`config.mk`:
```
export PLATFORM = sky130hd
export DESIGN_NAME = sifh_hist_top
export DESIGN_NICKNAME = d
export VERILOG_FILES = /design/src/source/sifh_pkg.sv /design/src/source/hist_bank_if.sv /design/src/source/bin_ram.sv /design/src/source/hist_readout.sv /design/src/source/hist_sequencer.sv /design/src/source/sifh_hist_top.sv
export SDC_FILE = /design/constraint.sdc
export NUM_CORES = 1
export LEC_CHECK = 0
export BUFFER_PORTS_ARGS = -buffer_cell sky130_fd_sc_hd__buf_2
export CELL_PAD_IN_SITES_DETAIL_PLACEMENT = 1
export CELL_PAD_IN_SITES_GLOBAL_PLACEMENT = 2
export CORE_MARGIN = 1.5
export CORE_UTILIZATION = 44
export CTS_CLUSTER_SIZE = 14
export DETAILED_ROUTE_END_ITERATION = 6
export HOLD_SLACK_MARGIN = 0.03
export PLACE_DENSITY = 0.79
export RECOVER_POWER = 25
export SLEW_MARGIN = 10
export SYNTH_ARGS = -nofsm -noshare
export SYNTH_HDL_FRONTEND = slang
export SYNTH_HIERARCHICAL = 1
export SYNTH_SLANG_ARGS = --single-unit
```
`constraint.sdc`:
```
create_clock -name clk -period 3.1 [get_ports clk]
set_input_delay 0.155 -clock clk [delete_from_list [all_inputs] [get_ports clk]]
set_output_delay 0.155 -clock clk [all_outputs]
set_load 0.02 [all_outputs]
```
`src/source/sifh_pkg.sv`:
```
`default_nettype none

package sifh_pkg;

    // histogram geometry
    localparam int BIN_NUM_DEF   = 16;  // bins per pixel
    localparam int PIXEL_NUM_DEF = 4;   // pixels per frame

    // counting structure of the sequencer
    localparam int DATA_NUM_DEF  = 8;   // hits per pixel
    localparam int ACQ_NUM_DEF   = 3;   // frames per histogram

    // counters stop at 2**COUNT_W - 1
    localparam int COUNT_W_DEF   = 6;

    typedef enum logic [1:0] {
        CLEAR      = 2'b00,  // zero sweep over the bin memory
        ACCUMULATE = 2'b01,  // hits accepted here only
        DRAIN      = 2'b10,
        READOUT    = 2'b11
    } hist_state_t;

endpackage

`default_nettype wire

```
`src/source/hist_bank_if.sv`:
```
`timescale 1ns/10ps
`default_nettype none

interface hist_bank_if
    import sifh_pkg::*;
#(
    parameter int ADDR_W  = $clog2(BIN_NUM_DEF * PIXEL_NUM_DEF),
    parameter int COUNT_W = COUNT_W_DEF
);

    logic              inc_en;   // one strobe per accepted hit
    logic [ADDR_W-1:0] inc_addr;
    logic              clr_en;
    logic [ADDR_W-1:0] clr_addr;
    logic               rd_en;
    logic [ADDR_W-1:0]  rd_addr;
    logic [COUNT_W-1:0] rd_data;  // one cycle after rd_en

    modport seq  (output inc_en, inc_addr, clr_en, clr_addr);
    modport rd   (output rd_en, rd_addr, input rd_data);
    modport bank (input inc_en, inc_addr, clr_en, clr_addr, rd_en, rd_addr,
                  output rd_data);

endinterface

`default_nettype wire

```
`src/source/bin_ram.sv`:
```
`timescale 1ns/10ps
`default_nettype none

module bin_ram
    import sifh_pkg::*;
#(
    parameter int BIN_NUM   = BIN_NUM_DEF,
    parameter int PIXEL_NUM = PIXEL_NUM_DEF,
    parameter int COUNT_W   = COUNT_W_DEF
)(
    input  logic      clk,
    input  logic      res,
    hist_bank_if.bank bank
);

    localparam int ADDR_W = $clog2(PIXEL_NUM) + $clog2(BIN_NUM);
    localparam int DEPTH  = PIXEL_NUM * BIN_NUM;

    localparam logic [COUNT_W-1:0] CNT_MAX = '1;

    logic [COUNT_W-1:0] mem [DEPTH];

    // stage two holds the value read in stage one
    logic               st2_valid;
    logic [ADDR_W-1:0]  st2_addr;
    logic [COUNT_W-1:0] st2_cnt;
    logic [COUNT_W-1:0] st2_next;
    logic               fwd;

    function automatic logic [COUNT_W-1:0] sat_inc(input logic [COUNT_W-1:0] v);
        return (v == CNT_MAX) ? v : v + 1'b1;
    endfunction

    assign st2_next = sat_inc(st2_cnt);

    // same bin twice in a row, memory not yet written
    assign fwd = st2_valid && (st2_addr == bank.inc_addr);

    always_ff @(posedge clk or negedge res) begin
        if (!res) begin
            st2_valid <= 1'b0;
        end else begin
            st2_valid <= bank.inc_en;
        end
    end

    // stage one read
    always_ff @(posedge clk) begin
        if (bank.inc_en) begin
            st2_addr <= bank.inc_addr;
            if (fwd) begin
                st2_cnt <= st2_next;
            end else begin
                st2_cnt <= mem[bank.inc_addr];
            end
        end
    end

    // single write port, clear and increment never overlap
    always_ff @(posedge clk) begin
        if (bank.clr_en) begin
            mem[bank.clr_addr] <= '0;
        end else if (st2_valid) begin
            mem[st2_addr] <= st2_next;
        end
    end

    always_ff @(posedge clk) begin
        if (bank.rd_en) begin
            bank.rd_data <= mem[bank.rd_addr];  // registered read
        end
    end

endmodule

`default_nettype wire

```
`src/source/hist_readout.sv`:
```
`timescale 1ns/10ps
`default_nettype none

module hist_readout
    import sifh_pkg::*;
#(
    parameter int BIN_NUM   = BIN_NUM_DEF,
    parameter int PIXEL_NUM = PIXEL_NUM_DEF,
    parameter int COUNT_W   = COUNT_W_DEF
)(
    input  logic                         clk,
    input  logic                         res,
    input  logic                         start,
    output logic                         done,
    hist_bank_if.rd                      bank,
    output logic                         bin_valid,
    output logic [$clog2(PIXEL_NUM)-1:0] bin_pixel,
    output logic [$clog2(BIN_NUM)-1:0]   bin_index,
    output logic [COUNT_W-1:0]           bin_count
);

    localparam int BIN_W  = $clog2(BIN_NUM);
    localparam int PIX_W  = $clog2(PIXEL_NUM);
    localparam int ADDR_W = PIX_W + BIN_W;

    localparam logic [ADDR_W-1:0] LAST_ADDR = ADDR_W'(PIXEL_NUM * BIN_NUM - 1);

    logic              active;
    logic [ADDR_W-1:0] addr_cnt;  // pixel-major sweep
    logic              last;

    assign last = active && (addr_cnt == LAST_ADDR);

    assign bank.rd_en   = active;
    assign bank.rd_addr = addr_cnt;
    assign bin_count    = bank.rd_data;

    always_ff @(posedge clk or negedge res) begin
        if (!res) begin
            active    <= 1'b0;
            addr_cnt  <= '0;
            bin_valid <= 1'b0;
            done      <= 1'b0;
        end else begin
            if (start) begin
                active   <= 1'b1;
                addr_cnt <= '0;
            end else if (active) begin
                addr_cnt <= addr_cnt + 1'b1;
                if (last) begin
                    active <= 1'b0;
                end
            end
            // one cycle behind, lines up with rd_data
            bin_valid <= active;
            done      <= last;
        end
    end

    always_ff @(posedge clk) begin
        {bin_pixel, bin_index} <= addr_cnt;
    end

endmodule

`default_nettype wire

```
`src/source/hist_sequencer.sv`:
```
`timescale 1ns/10ps
`default_nettype none

module hist_sequencer
    import sifh_pkg::*;
#(
    parameter int BIN_NUM   = BIN_NUM_DEF,
    parameter int PIXEL_NUM = PIXEL_NUM_DEF,
    parameter int DATA_NUM  = DATA_NUM_DEF,
    parameter int ACQ_NUM   = ACQ_NUM_DEF
)(
    input  logic                       clk,
    input  logic                       res,
    input  logic                       hit,
    input  logic [$clog2(BIN_NUM)-1:0] hit_bin,
    hist_bank_if.seq                   bank,
    output logic                       start,
    input  logic                       done,
    output logic                       busy,
    output logic                       hist_num
);

    localparam int BIN_W  = $clog2(BIN_NUM);
    localparam int PIX_W  = $clog2(PIXEL_NUM);
    localparam int ADDR_W = PIX_W + BIN_W;
    localparam int DATA_W = (DATA_NUM > 1) ? $clog2(DATA_NUM) : 1;
    localparam int ACQ_W  = (ACQ_NUM > 1) ? $clog2(ACQ_NUM) : 1;

    localparam logic [ADDR_W-1:0] LAST_ADDR = ADDR_W'(PIXEL_NUM * BIN_NUM - 1);
    localparam logic [DATA_W-1:0] LAST_DATA = DATA_W'(DATA_NUM - 1);
    localparam logic [PIX_W-1:0]  LAST_PIX  = PIX_W'(PIXEL_NUM - 1);
    localparam logic [ACQ_W-1:0]  LAST_ACQ  = ACQ_W'(ACQ_NUM - 1);

    hist_state_t       state;
    logic [ADDR_W-1:0] clr_cnt;
    logic [DATA_W-1:0] data_cnt;  // hits in current pixel
    logic [PIX_W-1:0]  pix_cnt;
    logic [ACQ_W-1:0]  acq_cnt;
    logic              drain_cnt;
    logic              accept;

    assign busy   = (state != ACCUMULATE);
    assign accept = hit && !busy;

    // pixel picked by the hit's position in the count order
    assign bank.inc_en   = accept;
    assign bank.inc_addr = {pix_cnt, hit_bin};
    assign bank.clr_en   = (state == CLEAR);
    assign bank.clr_addr = clr_cnt;

    always_ff @(posedge clk or negedge res) begin
        if (!res) begin
            state     <= CLEAR;
            clr_cnt   <= '0;
            data_cnt  <= '0;
            pix_cnt   <= '0;
            acq_cnt   <= '0;
            drain_cnt <= 1'b0;
            start     <= 1'b0;
            hist_num  <= 1'b0;
        end else begin
            start <= 1'b0;
            case (state)
                CLEAR: begin
                    if (clr_cnt == LAST_ADDR) begin
                        clr_cnt <= '0;
                        state   <= ACCUMULATE;
                    end else begin
                        clr_cnt <= clr_cnt + 1'b1;
                    end
                end
                ACCUMULATE: begin
                    if (accept) begin
                        if (data_cnt == LAST_DATA) begin
                            data_cnt <= '0;
                            if (pix_cnt == LAST_PIX) begin
                                pix_cnt <= '0;
                                if (acq_cnt == LAST_ACQ) begin
                                    acq_cnt <= '0;
                                    state   <= DRAIN;  // histogram complete
                                end else begin
                                    acq_cnt <= acq_cnt + 1'b1;
                                end
                            end else begin
                                pix_cnt <= pix_cnt + 1'b1;
                            end
                        end else begin
                            data_cnt <= data_cnt + 1'b1;
                        end
                    end
                end
                DRAIN: begin
                    // two cycles cover the increment pipeline
                    if (drain_cnt) begin
                        drain_cnt <= 1'b0;
                        start     <= 1'b1;
                        state     <= READOUT;
                    end else begin
                        drain_cnt <= 1'b1;
                    end
                end
                READOUT: begin
                    if (done) begin
                        hist_num <= ~hist_num;
                        state    <= CLEAR;
                    end
                end
                default: state <= CLEAR;
            endcase
        end
    end

endmodule

`default_nettype wire

```
`src/source/sifh_hist_top.sv`:
```
`timescale 1ns/10ps
`default_nettype none

module sifh_hist_top
    import sifh_pkg::*;
#(
    parameter int BIN_NUM   = BIN_NUM_DEF,
    parameter int PIXEL_NUM = PIXEL_NUM_DEF,
    parameter int DATA_NUM  = DATA_NUM_DEF,
    parameter int ACQ_NUM   = ACQ_NUM_DEF,
    parameter int COUNT_W   = COUNT_W_DEF
)(
    input  logic                         clk,
    input  logic                         res,
    input  logic                         hit,
    input  logic [$clog2(BIN_NUM)-1:0]   hit_bin,
    output logic                         busy,
    output logic                         bin_valid,
    output logic [$clog2(PIXEL_NUM)-1:0] bin_pixel,
    output logic [$clog2(BIN_NUM)-1:0]   bin_index,
    output logic [COUNT_W-1:0]           bin_count,
    output logic                         hist_num,
    output logic                         hist_done
);

    // pixel and bin counts are powers of two
    localparam int ADDR_W = $clog2(PIXEL_NUM) + $clog2(BIN_NUM);

    logic start;

    hist_bank_if #(.ADDR_W(ADDR_W), .COUNT_W(COUNT_W)) u_bank_if ();

    hist_sequencer #(
        .BIN_NUM   (BIN_NUM),
        .PIXEL_NUM (PIXEL_NUM),
        .DATA_NUM  (DATA_NUM),
        .ACQ_NUM   (ACQ_NUM)
    ) u_hist_sequencer (
        .clk      (clk),
        .res      (res),
        .hit      (hit),
        .hit_bin  (hit_bin),
        .bank     (u_bank_if.seq),
        .start    (start),
        .done     (hist_done),  // readout done doubles as hist_done
        .busy     (busy),
        .hist_num (hist_num)
    );

    bin_ram #(
        .BIN_NUM   (BIN_NUM),
        .PIXEL_NUM (PIXEL_NUM),
        .COUNT_W   (COUNT_W)
    ) u_bin_ram (
        .clk  (clk),
        .res  (res),
        .bank (u_bank_if.bank)
    );

    hist_readout #(
        .BIN_NUM   (BIN_NUM),
        .PIXEL_NUM (PIXEL_NUM),
        .COUNT_W   (COUNT_W)
    ) u_hist_readout (
        .clk       (clk),
        .res       (res),
        .start     (start),
        .done      (hist_done),
        .bank      (u_bank_if.rd),
        .bin_valid (bin_valid),
        .bin_pixel (bin_pixel),
        .bin_index (bin_index),
        .bin_count (bin_count)
    );

endmodule

`default_nettype wire

```
==> results.tsv <==
stage	metric	value	unit
placement	# placed instances	1861	
drt	vias	12410	
drt	DRT antenna net count	0	
sta	Min Clock Period, post-route	2.972	ns
die	Die H	220.4	microns
finish	Fillers	4304	
finish	share of post-route cells with drive strength above 1	0.3008	
setup_path	CP max FO	38	
yosys	Syn Area/Cell	17.68	sq um
grt	via count of the first global-routing pass	12748	
die	Die ar.	48570	sq um
yosys	EDFF count, synth	402	
finish	Register Area	12900	sq um
sta	endpoints failing hold	0	
sta	Worst Skew	0.02743	ns
die	core area	46560	sq um
setup_path	Critical Path AT	3.26	ns
clock_network	clk sinks	436	
outcome	run status	finished, violations left	
finish	fin cells	1951	
clock_network	cts bufs inserted	48	
drt	First-pass DRT Iterations	5	
die	Row Count	79	
setup_path	worst setup path class	flip-flop to flip-flop	
setup_path	Worst Path Required	3.39	ns
grt	GRT Total Usage	0.2637	
yosys	top cells by area, synth	edfxtp_1 (58%), mux4_2 (19%), mux2i_1 (6.1%), dfrtp_1 (3.4%), nor2_1 (1.5%)	
min_path	worst min-delay path class	primary input to flip-flop	
grt	first-pass GRT wire length	90260	microns
yosys	syn nets	1193	
min_path	hold depth	1	
sta	Final TNS setup	0	ns
drt	via/cell ratio	6.361	
clock_network	Root Driver	clkbuf_16	
yosys	biggest area consumer among synthesized cells	edfxtp_1	
sta	Slew @ Worst Pin	1.621	ns
setup_path	CP Capture Type	flip-flop	
grt	grt ovf	0	
outcome	violated checks	max-capacitance violations, max-slew violations	
die	I/O pin total	23	
drt	number of remaining DRC errors	0	
placement	Placer Congestion	0.9027	
grt	pin count of the biggest net entering global routing	65	
drt	final wirelength	62530	microns
pwr	pwr/cell area	515.9	nW/um^2
sta	final period utilization	0.9587	
pwr	leakage power	7.029	nW
sta	unrepaired setup endpoints after global routing	no	
die	chip width	220.4	microns
setup_path	Register-to-Register Path Depth	5	
placement	I/O Buffers	22	
clock_network	Clock Path Buffers	3	
clock_network	postcts setup bufs	0	
drt	Routed WL per cell	32.05	microns
finish	Area Overhead vs Synth	14.77	%
pwr	Tot Pwr	12.31	mW
setup_path	crit path launch type	flip-flop	
clock_network	Clock Pin Slew Worst Setup and Hold Paths	0.06	ns
yosys	mapped cell area	20790	sq um
clock_network	CTS H-tree lvls	2	
die	Initial Util	0.4466	
grt	initial antenna violation count	2	
sta	Final Slew Violations	44	
pwr	maximum vdd drop	0.3932	mV
flow_run	Max Cap Viol	2	
drt	initial drt markers	1608	
yosys	#FFs+latches synth	436	
clock_network	CTS tree	built	
yosys	predominant post-synthesis flop cell	edfxtp_1	
finish	Multi-input gate area	7336	sq um
yosys	ys async rst share	0.06422	
yosys	synth warn	6	
sta	setup violators final	0	
finish	nets@finish	1323	
yosys	synth unique cells	56	
yosys	share of the synthesized area in the top cell type	0.5806	
clock_network	worst-skew pair later-pin latency	0.60	ns
sta	Peak Freq	336.5	MHz
yosys	synthesized instance count	1176	
placement	estimated wirelength of the detail-placed design	43420	microns
yosys	Seq/Total Area, Yosys	0.6201	
sta	max_slew headroom	-0.08048	
path summary, 6_finish.rpt:
check                                               start                             end  slack, ns
max in group asynchronous                             res  u_hist_readout/bank.rd_addr[1]       1.44
setup reg to reg           u_hist_readout/bank.rd_addr[0]       u_bin_ram/bank.rd_data[3]       0.13
min in group asynchronous                             res  u_hist_readout/bank.rd_addr[0]       0.51
setup / recovery           u_hist_readout/bank.rd_addr[0]       u_bin_ram/bank.rd_data[3]       0.13
hold / removal                                 hit_bin[0]           u_bin_ram/st2_addr[0]       0.09
hold reg to reg                 u_hist_sequencer/hist_num       u_hist_sequencer/hist_num       0.49
flip-flops by register name, indices dropped and copies added (netlist names), 3 cells and up:
signal                          flops
u_bin_ram/st2_addr                  6
u_hist_sequencer/bank.clr_addr      6
u_bin_ram/mem                     384
u_hist_sequencer/data_cnt           3
u_bin_ram/bank.rd_data              6
u_hist_readout/bank.rd_addr         6
u_hist_readout/bin_index            4
u_bin_ram/st2_cnt                   6
power by group:
| group | internal (mW) | switching [mW] | leakage [nW] | total [mW] |
|---|---|---|---|---|
| clock | 3.39 | 2.37 | 0.770 | 5.76 |
| sequential | 6.33 | 0 | 3.19 | 6.33 |
| combinational | 0.0836 | 0.131 | 3.07 | 0.214 |
| total | 9.81 | 2.50 | 7.03 | 12.3 |
through the flow:
stage	hold WS (ns)	util	worst slack (ns)	area, sq um
6_report	0.09339	0.5125	0.1281	23860
5_1_grt	0.1132	0.5125	0.03909	23860
4_1_cts	0.07871	0.5145	0.1534	23950
3_5_place_dp	0.2278	0.4800	0.1808	22350
3_3_place_gp	0.2180	0.4800	0.1720	22350
2_1_floorplan	-0.1406	-	-0.1795	20790
critical path, stage by stage (launching register included):
cell,delay (ns)
dfrtp_4,0.46
buf_12,0.29
mux4_2,0.62
mux4_2,0.46
mux2i_1,0.63
a21oi_1,0.15
layer usage:
layer	global-route usage	vias up	wire length, microns
li1	-	5093	-
met1	0.3617	6599	25340
met2	0.4232	603	29860
met3	0.04729	115	5111
met4	0.09660	0	2206
met5	0	-	0
logic make-up after synthesis:
group                      after synthesis  synth area share
adders and majority gates               10          0.006018
buffers and inverters                   92           0.02756
xor gates and xnor gates                16          0.006740
AOI/OAI and AO/OA                      116           0.04086
and+or+nand+nor                        200           0.04526
muxes                                  306            0.2535
DFF                                    436            0.6201
timing repair:
action                                  in CTS  in global routing
hold buffers                                 2                  0
hold endpoints to repair                    31                  0
resized for setup                            0                  1
endpoints found under the setup margin       0                  8
layout make-up:
class	count	area share
inverter	7	0.001101
sequential	436	0.5406
timing repair buffer	165	0.05249
clock inverter	31	0.01400
clock buffer	56	0.05244
tap	607	0.03183
antenna	1	0.0001049
multi-input combinational	648	0.3074
Yosys cell counts, drive strengths merged, types with 15 or more instances:
library cell,count
a21oi,18
a22oi,32
buf,60
clkbuf,25
dfrtp,28
edfxtp,402
mux2i,126
mux4,176
nand2,40
nand3,16
nor2,85
nor2b,18
o21ai,15
placed cells by master, fill, tap and decap left out, types with 7 or more instances in the layout:
cell type,netlist,layout
edfxtp_1,402,402
mux4_2,176,176
buf_4,23,127
mux2i_1,126,126
nor2_1,85,81
clkbuf_16,0,48
nand2_1,40,40
a22oi_1,32,32
clkbuf_1,25,28
dfrtp_1,28,26
nor2b_1,18,18
a21oi_1,18,18
nand3_1,16,16
o21ai_0,14,15
clkinv_1,0,10
nand2b_1,11,10
ha_1,10,10
clkinv_2,0,9
buf_12,3,8
xor2_1,8,8
xnor2_1,8,8
nand4_1,7,7
o22ai_1,7,7
inv_1,7,7
No activity file was read; power rests on OpenSTA's default activity.
